<file path="src/rtl/bch_pkg.sv">
`default_nettype none

package bch_pkg;

    localparam int CODE_LEN = 15;

    typedef logic [3:0]          gf_elem_t;    // GF(16), polynomial basis
    typedef logic [CODE_LEN-1:0] codeword_t;   // bit i is coefficient of x^i
    typedef logic [1:0]          err_count_t;

    localparam gf_elem_t ALPHA  = 4'b0010;
    localparam gf_elem_t ALPHA3 = 4'b1000;

    typedef struct packed {
        gf_elem_t s1;
        gf_elem_t s3;
    } syndrome_pair_t;

    typedef struct packed {
        gf_elem_t   sigma1;
        gf_elem_t   sigma2;
        err_count_t degree;
        logic       fail;      // S1 zero with S3 nonzero
    } locator_t;

    typedef struct packed {
        codeword_t  codeword;
        err_count_t error_count;
        logic       uncorrectable;
    } decode_result_t;

    typedef enum logic [2:0] {
        st_idle,
        st_syndrome,
        st_solve,
        st_search,
        st_respond,
        st_release
    } seq_state_t;

    // carry-less product, then fold back with x^4 = x + 1
    function automatic gf_elem_t gf_mul(input gf_elem_t a, input gf_elem_t b);
        logic [6:0] prod;
        prod = '0;
        for (int i = 0; i < 4; i++) begin
            if (b[i]) begin
                prod = prod ^ (7'(a) << i);
            end
        end
        for (int k = 6; k >= 4; k--) begin
            if (prod[k]) begin
                prod = prod ^ (7'b0010011 << (k - 4));
            end
        end
        return prod[3:0];
    endfunction

    // inverse of alpha^i is alpha^(15-i), zero maps to zero
    function automatic gf_elem_t gf_inv(input gf_elem_t a);
        gf_elem_t inv;
        case (a)
            4'h1: inv = 4'h1;
            4'h2: inv = 4'h9;
            4'h3: inv = 4'he;
            4'h4: inv = 4'hd;
            4'h5: inv = 4'hb;
            4'h6: inv = 4'h7;
            4'h7: inv = 4'h6;
            4'h8: inv = 4'hf;
            4'h9: inv = 4'h2;
            4'ha: inv = 4'hc;
            4'hb: inv = 4'h5;
            4'hc: inv = 4'ha;
            4'hd: inv = 4'h4;
            4'he: inv = 4'h3;
            4'hf: inv = 4'h8;
            default: inv = 4'h0;
        endcase
        return inv;
    endfunction

    function automatic gf_elem_t gf_cube(input gf_elem_t a);
        return gf_mul(a, gf_mul(a, a));
    endfunction

endpackage

`default_nettype wire

</file>
<file path="src/rtl/bch_chien_search.sv">
`timescale 1ns/1ps
`default_nettype none

module bch_chien_search (
    input  logic                 clk,
    input  logic                 rst,
    input  logic                 start,
    input  bch_pkg::locator_t    locator,
    output logic                 done,
    output bch_pkg::codeword_t   error_pattern,
    output bch_pkg::err_count_t  root_count
);

    logic              busy;
    logic [3:0]        pos;
    bch_pkg::gf_elem_t x_pow;    // alpha^pos
    bch_pkg::gf_elem_t x_eval;
    bch_pkg::gf_elem_t poly_val;
    logic              root_hit;

    // position 0 is tested on the start edge with X = 1
    always_comb begin
        x_eval = busy ? x_pow : 4'b0001;
        case (locator.degree)
            2'd2: poly_val = bch_pkg::gf_mul(x_eval, x_eval)
                             ^ bch_pkg::gf_mul(locator.sigma1, x_eval)
                             ^ locator.sigma2;
            2'd1: poly_val = x_eval ^ locator.sigma1;
            default: poly_val = x_eval;   // powers of alpha are never zero
        endcase
        root_hit = (poly_val == '0);
    end

    always_ff @(posedge clk or posedge rst) begin
        if (rst) begin
            busy <= 1'b0;
            pos  <= '0;
            done <= 1'b0;
        end else begin
            done <= 1'b0;
            if (start) begin
                busy <= 1'b1;
                pos  <= 4'd1;
            end else if (busy) begin
                if (pos == 4'(bch_pkg::CODE_LEN - 1)) begin
                    busy <= 1'b0;
                    done <= 1'b1;
                end else begin
                    pos <= pos + 4'd1;
                end
            end
        end
    end

    always_ff @(posedge clk) begin
        if (start) begin
            x_pow         <= bch_pkg::ALPHA;
            error_pattern <= bch_pkg::codeword_t'(root_hit);
            root_count    <= {1'b0, root_hit};
        end else if (busy) begin
            x_pow <= bch_pkg::gf_mul(x_pow, bch_pkg::ALPHA);
            if (root_hit) begin
                error_pattern[pos] <= 1'b1;
                if (root_count != 2'd3) begin
                    root_count <= root_count + 2'd1;   // saturates
                end
            end
        end
    end

endmodule

`default_nettype wire

</file>
<file path="src/rtl/bch_decode_sequencer.sv">
`timescale 1ns/1ps
`default_nettype none

module bch_decode_sequencer (
    input  logic                    clk,
    input  logic                    rst,
    input  logic                    req,
    input  bch_pkg::codeword_t      codeword_in,
    output logic                    ack,
    output bch_pkg::decode_result_t result,
    output logic                    syn_start,
    input  logic                    syn_done,
    output logic                    solve_start,
    input  logic                    solve_done,
    input  bch_pkg::locator_t       locator,
    output logic                    chien_start,
    input  logic                    chien_done,
    input  bch_pkg::codeword_t      error_pattern,
    input  bch_pkg::err_count_t     root_count,
    output bch_pkg::codeword_t      latched_word
);

    bch_pkg::seq_state_t state;

    always_ff @(posedge clk) begin
        if (state == bch_pkg::st_idle && req) begin
            latched_word <= codeword_in;
        end
    end

    always_ff @(posedge clk or posedge rst) begin
        if (rst) begin
            state       <= bch_pkg::st_idle;
            ack         <= 1'b0;
            result      <= '0;
            syn_start   <= 1'b0;
            solve_start <= 1'b0;
            chien_start <= 1'b0;
        end else begin
            syn_start   <= 1'b0;
            solve_start <= 1'b0;
            chien_start <= 1'b0;
            case (state)
                bch_pkg::st_idle: if (req) begin
                    syn_start <= 1'b1;
                    state     <= bch_pkg::st_syndrome;
                end
                bch_pkg::st_syndrome: if (syn_done) begin
                    solve_start <= 1'b1;
                    state       <= bch_pkg::st_solve;
                end
                bch_pkg::st_solve: if (solve_done) begin
                    if (locator.fail || locator.degree == 2'd0) begin
                        // nothing to search, word goes back as received
                        result.codeword      <= latched_word;
                        result.error_count   <= 2'd0;
                        result.uncorrectable <= locator.fail;
                        ack                  <= 1'b1;
                        state                <= bch_pkg::st_respond;
                    end else begin
                        chien_start <= 1'b1;
                        state       <= bch_pkg::st_search;
                    end
                end
                bch_pkg::st_search: if (chien_done) begin
                    if (root_count != locator.degree) begin
                        result.codeword      <= latched_word;
                        result.error_count   <= 2'd0;
                        result.uncorrectable <= 1'b1;   // locator roots outside the field
                    end else begin
                        result.codeword      <= latched_word ^ error_pattern;
                        result.error_count   <= locator.degree;
                        result.uncorrectable <= 1'b0;
                    end
                    ack   <= 1'b1;
                    state <= bch_pkg::st_respond;
                end
                bch_pkg::st_respond: if (!req) begin
                    ack   <= 1'b0;
                    state <= bch_pkg::st_release;
                end
                bch_pkg::st_release: state <= bch_pkg::st_idle;   // ack is low here
                default: state <= bch_pkg::st_idle;
            endcase
        end
    end

endmodule

`default_nettype wire

</file>
<file path="src/rtl/bch_decoder.sv">
`timescale 1ns/1ps
`default_nettype none

module bch_decoder (
    input  logic                    clk,
    input  logic                    rst,
    input  logic                    req,
    input  bch_pkg::codeword_t      codeword_in,
    output logic                    ack,
    output bch_pkg::decode_result_t result
);

    logic                    syn_start;
    logic                    syn_done;
    logic                    solve_start;
    logic                    solve_done;
    logic                    chien_start;
    logic                    chien_done;
    bch_pkg::syndrome_pair_t syndromes;
    bch_pkg::locator_t       locator;
    bch_pkg::codeword_t      error_pattern;
    bch_pkg::err_count_t     root_count;
    bch_pkg::codeword_t      latched_word;

    bch_decode_sequencer u_sequencer (
        .clk           (clk),
        .rst           (rst),
        .req           (req),
        .codeword_in   (codeword_in),
        .ack           (ack),
        .result        (result),
        .syn_start     (syn_start),
        .syn_done      (syn_done),
        .solve_start   (solve_start),
        .solve_done    (solve_done),
        .locator       (locator),
        .chien_start   (chien_start),
        .chien_done    (chien_done),
        .error_pattern (error_pattern),
        .root_count    (root_count),
        .latched_word  (latched_word)
    );

    bch_syndrome_unit u_syndrome (
        .clk       (clk),
        .rst       (rst),
        .start     (syn_start),
        .codeword  (latched_word),
        .done      (syn_done),
        .syndromes (syndromes)
    );

    bch_locator_solver u_solver (
        .clk       (clk),
        .rst       (rst),
        .start     (solve_start),
        .syndromes (syndromes),
        .done      (solve_done),
        .locator   (locator)
    );

    bch_chien_search u_chien (
        .clk           (clk),
        .rst           (rst),
        .start         (chien_start),
        .locator       (locator),
        .done          (chien_done),
        .error_pattern (error_pattern),
        .root_count    (root_count)
    );

endmodule

`default_nettype wire

</file>
<file path="src/rtl/bch_locator_solver.sv">
`timescale 1ns/1ps
`default_nettype none

module bch_locator_solver (
    input  logic                    clk,
    input  logic                    rst,
    input  logic                    start,
    input  bch_pkg::syndrome_pair_t syndromes,
    output logic                    done,
    output bch_pkg::locator_t       locator
);

    logic                    stage2;
    bch_pkg::syndrome_pair_t syn_q;
    bch_pkg::gf_elem_t       s1_cube;
    bch_pkg::gf_elem_t       s1_inv;

    // first cycle, cube and inverse of S1
    always_ff @(posedge clk) begin
        if (start) begin
            syn_q   <= syndromes;
            s1_cube <= bch_pkg::gf_cube(syndromes.s1);
            s1_inv  <= bch_pkg::gf_inv(syndromes.s1);
        end
    end

    // second cycle, closed-form peterson case split
    always_ff @(posedge clk or posedge rst) begin
        if (rst) begin
            stage2  <= 1'b0;
            done    <= 1'b0;
            locator <= '0;
        end else begin
            done   <= 1'b0;
            stage2 <= start;
            if (stage2) begin
                done           <= 1'b1;
                locator.sigma1 <= syn_q.s1;
                locator.sigma2 <= '0;
                locator.fail   <= 1'b0;
                if (syn_q.s1 == '0) begin
                    locator.degree <= 2'd0;
                    locator.fail   <= (syn_q.s3 != '0);   // not a t<=2 pattern
                end else if (syn_q.s3 == s1_cube) begin
                    locator.degree <= 2'd1;
                end else begin
                    locator.degree <= 2'd2;
                    // sigma2 = (S3 + S1^3) / S1
                    locator.sigma2 <= bch_pkg::gf_mul(syn_q.s3 ^ s1_cube, s1_inv);
                end
            end
        end
    end

endmodule

`default_nettype wire

</file>
<file path="src/rtl/bch_syndrome_unit.sv">
`timescale 1ns/1ps
`default_nettype none

module bch_syndrome_unit (
    input  logic                    clk,
    input  logic                    rst,
    input  logic                    start,
    input  bch_pkg::codeword_t      codeword,
    output logic                    done,
    output bch_pkg::syndrome_pair_t syndromes
);

    logic             busy;
    logic [3:0]       pos;     // next bit to fold in
    bch_pkg::gf_elem_t s1_acc;
    bch_pkg::gf_elem_t s3_acc;

    // pass control, bit 14 is taken on the start edge itself
    always_ff @(posedge clk or posedge rst) begin
        if (rst) begin
            busy <= 1'b0;
            pos  <= '0;
            done <= 1'b0;
        end else begin
            done <= 1'b0;
            if (start) begin
                busy <= 1'b1;
                pos  <= 4'(bch_pkg::CODE_LEN - 2);
            end else if (busy) begin
                if (pos == 4'd0) begin
                    busy <= 1'b0;
                    done <= 1'b1;   // bit 0 folded this edge
                end else begin
                    pos <= pos - 4'd1;
                end
            end
        end
    end

    // horner accumulators, S1 at alpha and S3 at alpha^3
    always_ff @(posedge clk) begin
        if (start) begin
            s1_acc <= {3'b000, codeword[bch_pkg::CODE_LEN-1]};
            s3_acc <= {3'b000, codeword[bch_pkg::CODE_LEN-1]};
        end else if (busy) begin
            s1_acc <= bch_pkg::gf_mul(s1_acc, bch_pkg::ALPHA) ^ {3'b000, codeword[pos]};
            s3_acc <= bch_pkg::gf_mul(s3_acc, bch_pkg::ALPHA3) ^ {3'b000, codeword[pos]};
        end
    end

    assign syndromes.s1 = s1_acc;
    assign syndromes.s3 = s3_acc;

endmodule

`default_nettype wire

</file>
<file path="config.mk">
export PLATFORM = sky130hd
export DESIGN_NAME = bch_decoder
export DESIGN_NICKNAME = d
export VERILOG_FILES = /design/src/rtl/bch_pkg.sv /design/src/rtl/bch_chien_search.sv /design/src/rtl/bch_decode_sequencer.sv /design/src/rtl/bch_decoder.sv /design/src/rtl/bch_locator_solver.sv /design/src/rtl/bch_syndrome_unit.sv
export SDC_FILE = /design/constraint.sdc
export NUM_CORES = 1
export LEC_CHECK = 0
export ABC_CLOCK_PERIOD_IN_PS = 7800
export BUFFER_PORTS_ARGS = -buffer_cell sky130_fd_sc_hd__buf_2
export CORE_ASPECT_RATIO = 1.4
export CORE_MARGIN = 3
export CORE_UTILIZATION = 30
export CTS_BUF_LIST = sky130_fd_sc_hd__clkbuf_8
export CTS_CLUSTER_SIZE = 10
export DETAILED_ROUTE_END_ITERATION = 10
export PLACE_DENSITY = 0.47
export SLEW_MARGIN = 10
export SYNTH_ARGS = -nofsm -noshare
export SYNTH_HDL_FRONTEND = slang
export SYNTH_HIERARCHICAL = 1
export SYNTH_SLANG_ARGS = --single-unit
</file>
<file path="constraint.sdc">
create_clock -name clk -period 7.8 [get_ports clk]
set_clock_uncertainty 0.05 [all_clocks]
set_input_delay 1.95 -clock clk [delete_from_list [all_inputs] [get_ports clk]]
set_output_delay 1.95 -clock clk [all_outputs]
set_load 0.01 [all_outputs]
</file>
==> flow_summary.ini <==
[logic_synthesis]
ys_seq_elements = 110
syn_inst = 572
synth_area_per_cell_um2 = 10.4
synthTopCellsByArea = dfrtp_1 (21%), edfxtp_1 (18%), dfxtp_1 (8.4%), xor2_1 (5.1%), nand2_1 (4.6%)
synthFlopType = dfrtp_1
synth-edff-count = 35
synthesis.area_um2 = 5970
yosys.area.top_type_share = 0.209
synthDistinctLibCells = 70
syn_nets = 608
seq_area_frac_synth = 0.469
async_flop_share = 0.455
yosysTopAreaCell = dfrtp_1
yosysWarnings = 6

[sta]
setup_viol = 0
hold_viol_final = 0
period_share = 0.412
drv_slew = 0
tightest_slew_ns = 1.03
tns_ns = 0
post-route-min-period_ns = 3.21
worst_slack_ns = 4.59
timing.fmax_ghz = 0.312
holdWs_ns = 0.414
slew_headroom = 0.311
rsz0062_at_grt = no

[pwr]
leakage_nw = 2.63
power.density_nw_per_um2 = 285
ir_worst_vdd_v = 0.000230

[routing]
firstDrtPassIters = 4
ant_nets = 0
totalWireLength_mm = 12.9
drc = 0
avgRoutedWirePerCell_um = 15.3
drt_iter0_drc = 109
routed_via_density = 4.81
num_vias = 4044

[clock_network]
cts_resized = 0
clockBufferDepth = 2
path_clk_slew_ns = 0.11
numClockSinks = 110
cts_tree = done
clockRootBuffer = clkbuf_8
clock_latency_ns = 0.38
cts_setup_buffers = 0
numCtsBuffers = 9
htree_levels = 3
cts_hold_buf = 0

[critical_path]
cp_slowest_cell = dfrtp_1
cp_data_required_time_ns = 7.85
worst-path-max-fanout = 18
cp_cell_sequence = and2_1 > ha_1 > xor2_1 > xnor2_1 > nor4b_2 > a22o_1 > o211ai_1 > a31o_1 > mux2i_1
max_stage_delay_ns = 0.69
crit_buf_inv = 0
critPathArrivalTime_ns = 3.26
cp-start-kind = flip-flop
crit_type = reg -> reg
critPathCaptureType = flip-flop
path_delay_family = compound AO/OA/AOI/OAI gates

[finish]
nets = 623
nFillCells = 2018
drive_gt1_frac = 0.149
n_antenna_cell = 0
areaGrowthSynthToFinish_pct = 8.67

[placed_design]
dpl.hpwl_mm = 9.65
gp_congestion = 0.806
portBuffers = 36
post-place-ws_ns = 4.57

[status]
outcome = complete, no violations

[global_route]
grt_start_max_net_pins = 46
antenna_found_initial = 0
gr-total-overflow = 0
track_usage = 0.122
grt_pass1_vias = 4112
grt_pass1_wl_mm = 21.4

[job]
max_cap_viol_count = 0

[floorplanning]
core_um2 = 19400
ios = 37
fp.dieH_um = 173
dieArea_um2 = 21700
rows = 60
start_util = 0.308
die_w_um = 125

[worst_hold_path]
hold_class = reg -> reg
## final timing paths
path | start | end | slack (ns) | cells past startpoint
min reg2reg | u_syndrome/s3_acc[0]$_DFFE_PP_ | u_solver/syn_q[0]$_DFFE_PP_ | 0.41 | 0
max reg2reg | u_chien/busy$_DFF_PP0_ | u_chien/root_count[0]$_DFFE_PP_ | 4.59 | 9
max | u_chien/busy$_DFF_PP0_ | u_chien/root_count[0]$_DFFE_PP_ | 4.59 | 9
min | u_syndrome/s3_acc[0]$_DFFE_PP_ | u_solver/syn_q[0]$_DFFE_PP_ | 0.41 | 0
max in group asynchronous | rst | u_sequencer/result[15]$_DFFE_PP0P_ | 5.29 | 2
min in group asynchronous | rst | u_syndrome/pos[3]$_DFFE_PP0P_ | 1.46 | 2
## synthesized netlist by cell type, drive strengths merged (14+ instances only)
| cell | count |
|---|---|
| edfxtp | 35 |
| o21ai | 33 |
| ha | 18 |
| nor2 | 30 |
| inv | 28 |
| dfrtp | 50 |
| xor2 | 36 |
| nand2 | 73 |
| nand2b | 28 |
| o41ai | 14 |
| clkbuf | 18 |
| a21oi | 18 |
| buf | 17 |
| nand4 | 18 |
| xnor2 | 29 |
| dfxtp | 25 |
## layer usage
metal	track usage	share of wire	up-vias
met2	0.213	0.52	40
met5	0	0	-
li1	-	-	2032
met1	0.151	0.45	1963
met4	0.0416	0.014	0
met3	0.0195	0.019	9
## cell families after synthesis
kind of cell,count (synthesis),synth area share
buf+inv,63,0.0538
simple gates,192,0.162
fa+ha+maj,18,0.0377
mux,16,0.0354
compound gates,105,0.129
flops,110,0.469
xor+xnor,68,0.113
## power breakdown
part           total (mW)  switching, mW  internal, mW
registers           0.889          0.175         0.714
clock network       0.366          0.209         0.157
logic               0.596          0.322         0.274
total                1.85          0.706          1.14
## state kept, by name, summed over array words and instances, names as in the netlist, 2 cells and up
name	count
u_chien/root_count	2
u_syndrome/pos	4
u_solver/syn_q	8
u_chien/error_pattern	15
u_solver/s1_inv	4
u_syndrome/s3_acc	4
u_syndrome/s1_acc	4
u_sequencer/latched_word	15
u_chien/x_pow	4
u_sequencer/result	18
u_solver/s1_cube	4
u_chien/pos	4
u_sequencer/state	3
u_solver/locator	11
## area by class of cell
cell class / instances / area [µm²] / area share
multi-input combinational: 399 / 2860 / 0.440
sequential: 110 / 2800 / 0.432
timing repair buffer: 39 / 203 / 0.0312
inverter: 28 / 105 / 0.0162
clock buffer: 9 / 124 / 0.0191
tap: 248 / 310 / 0.0478
clock inverter: 7 / 91.3 / 0.0141
## cells in the final DEF, fill, tap and decap left out, drive strengths merged, types with 14 or more instances in the layout
cell type / count
nand2: 73
dfrtp: 50
buf: 39
xor2: 36
edfxtp: 35
o21ai: 33
inv: 32
nor2: 30
xnor2: 29
nand2b: 28
dfxtp: 25
nand4: 18
ha: 18
a21oi: 18
o41ai: 14
## metrics by stage
stage,total power [mW],cells,utilization,cell area (µm²)
2_1_floorplan,1.37,572,-,5970
3_3_place_gp,1.48,824,0.324,6280
3_5_place_dp,1.51,824,0.324,6280
4_1_cts,1.88,840,0.335,6490
5_1_grt,2.00,840,0.335,6490
6_report,1.85,840,0.335,6490
(Power assumes the default switching activity.)
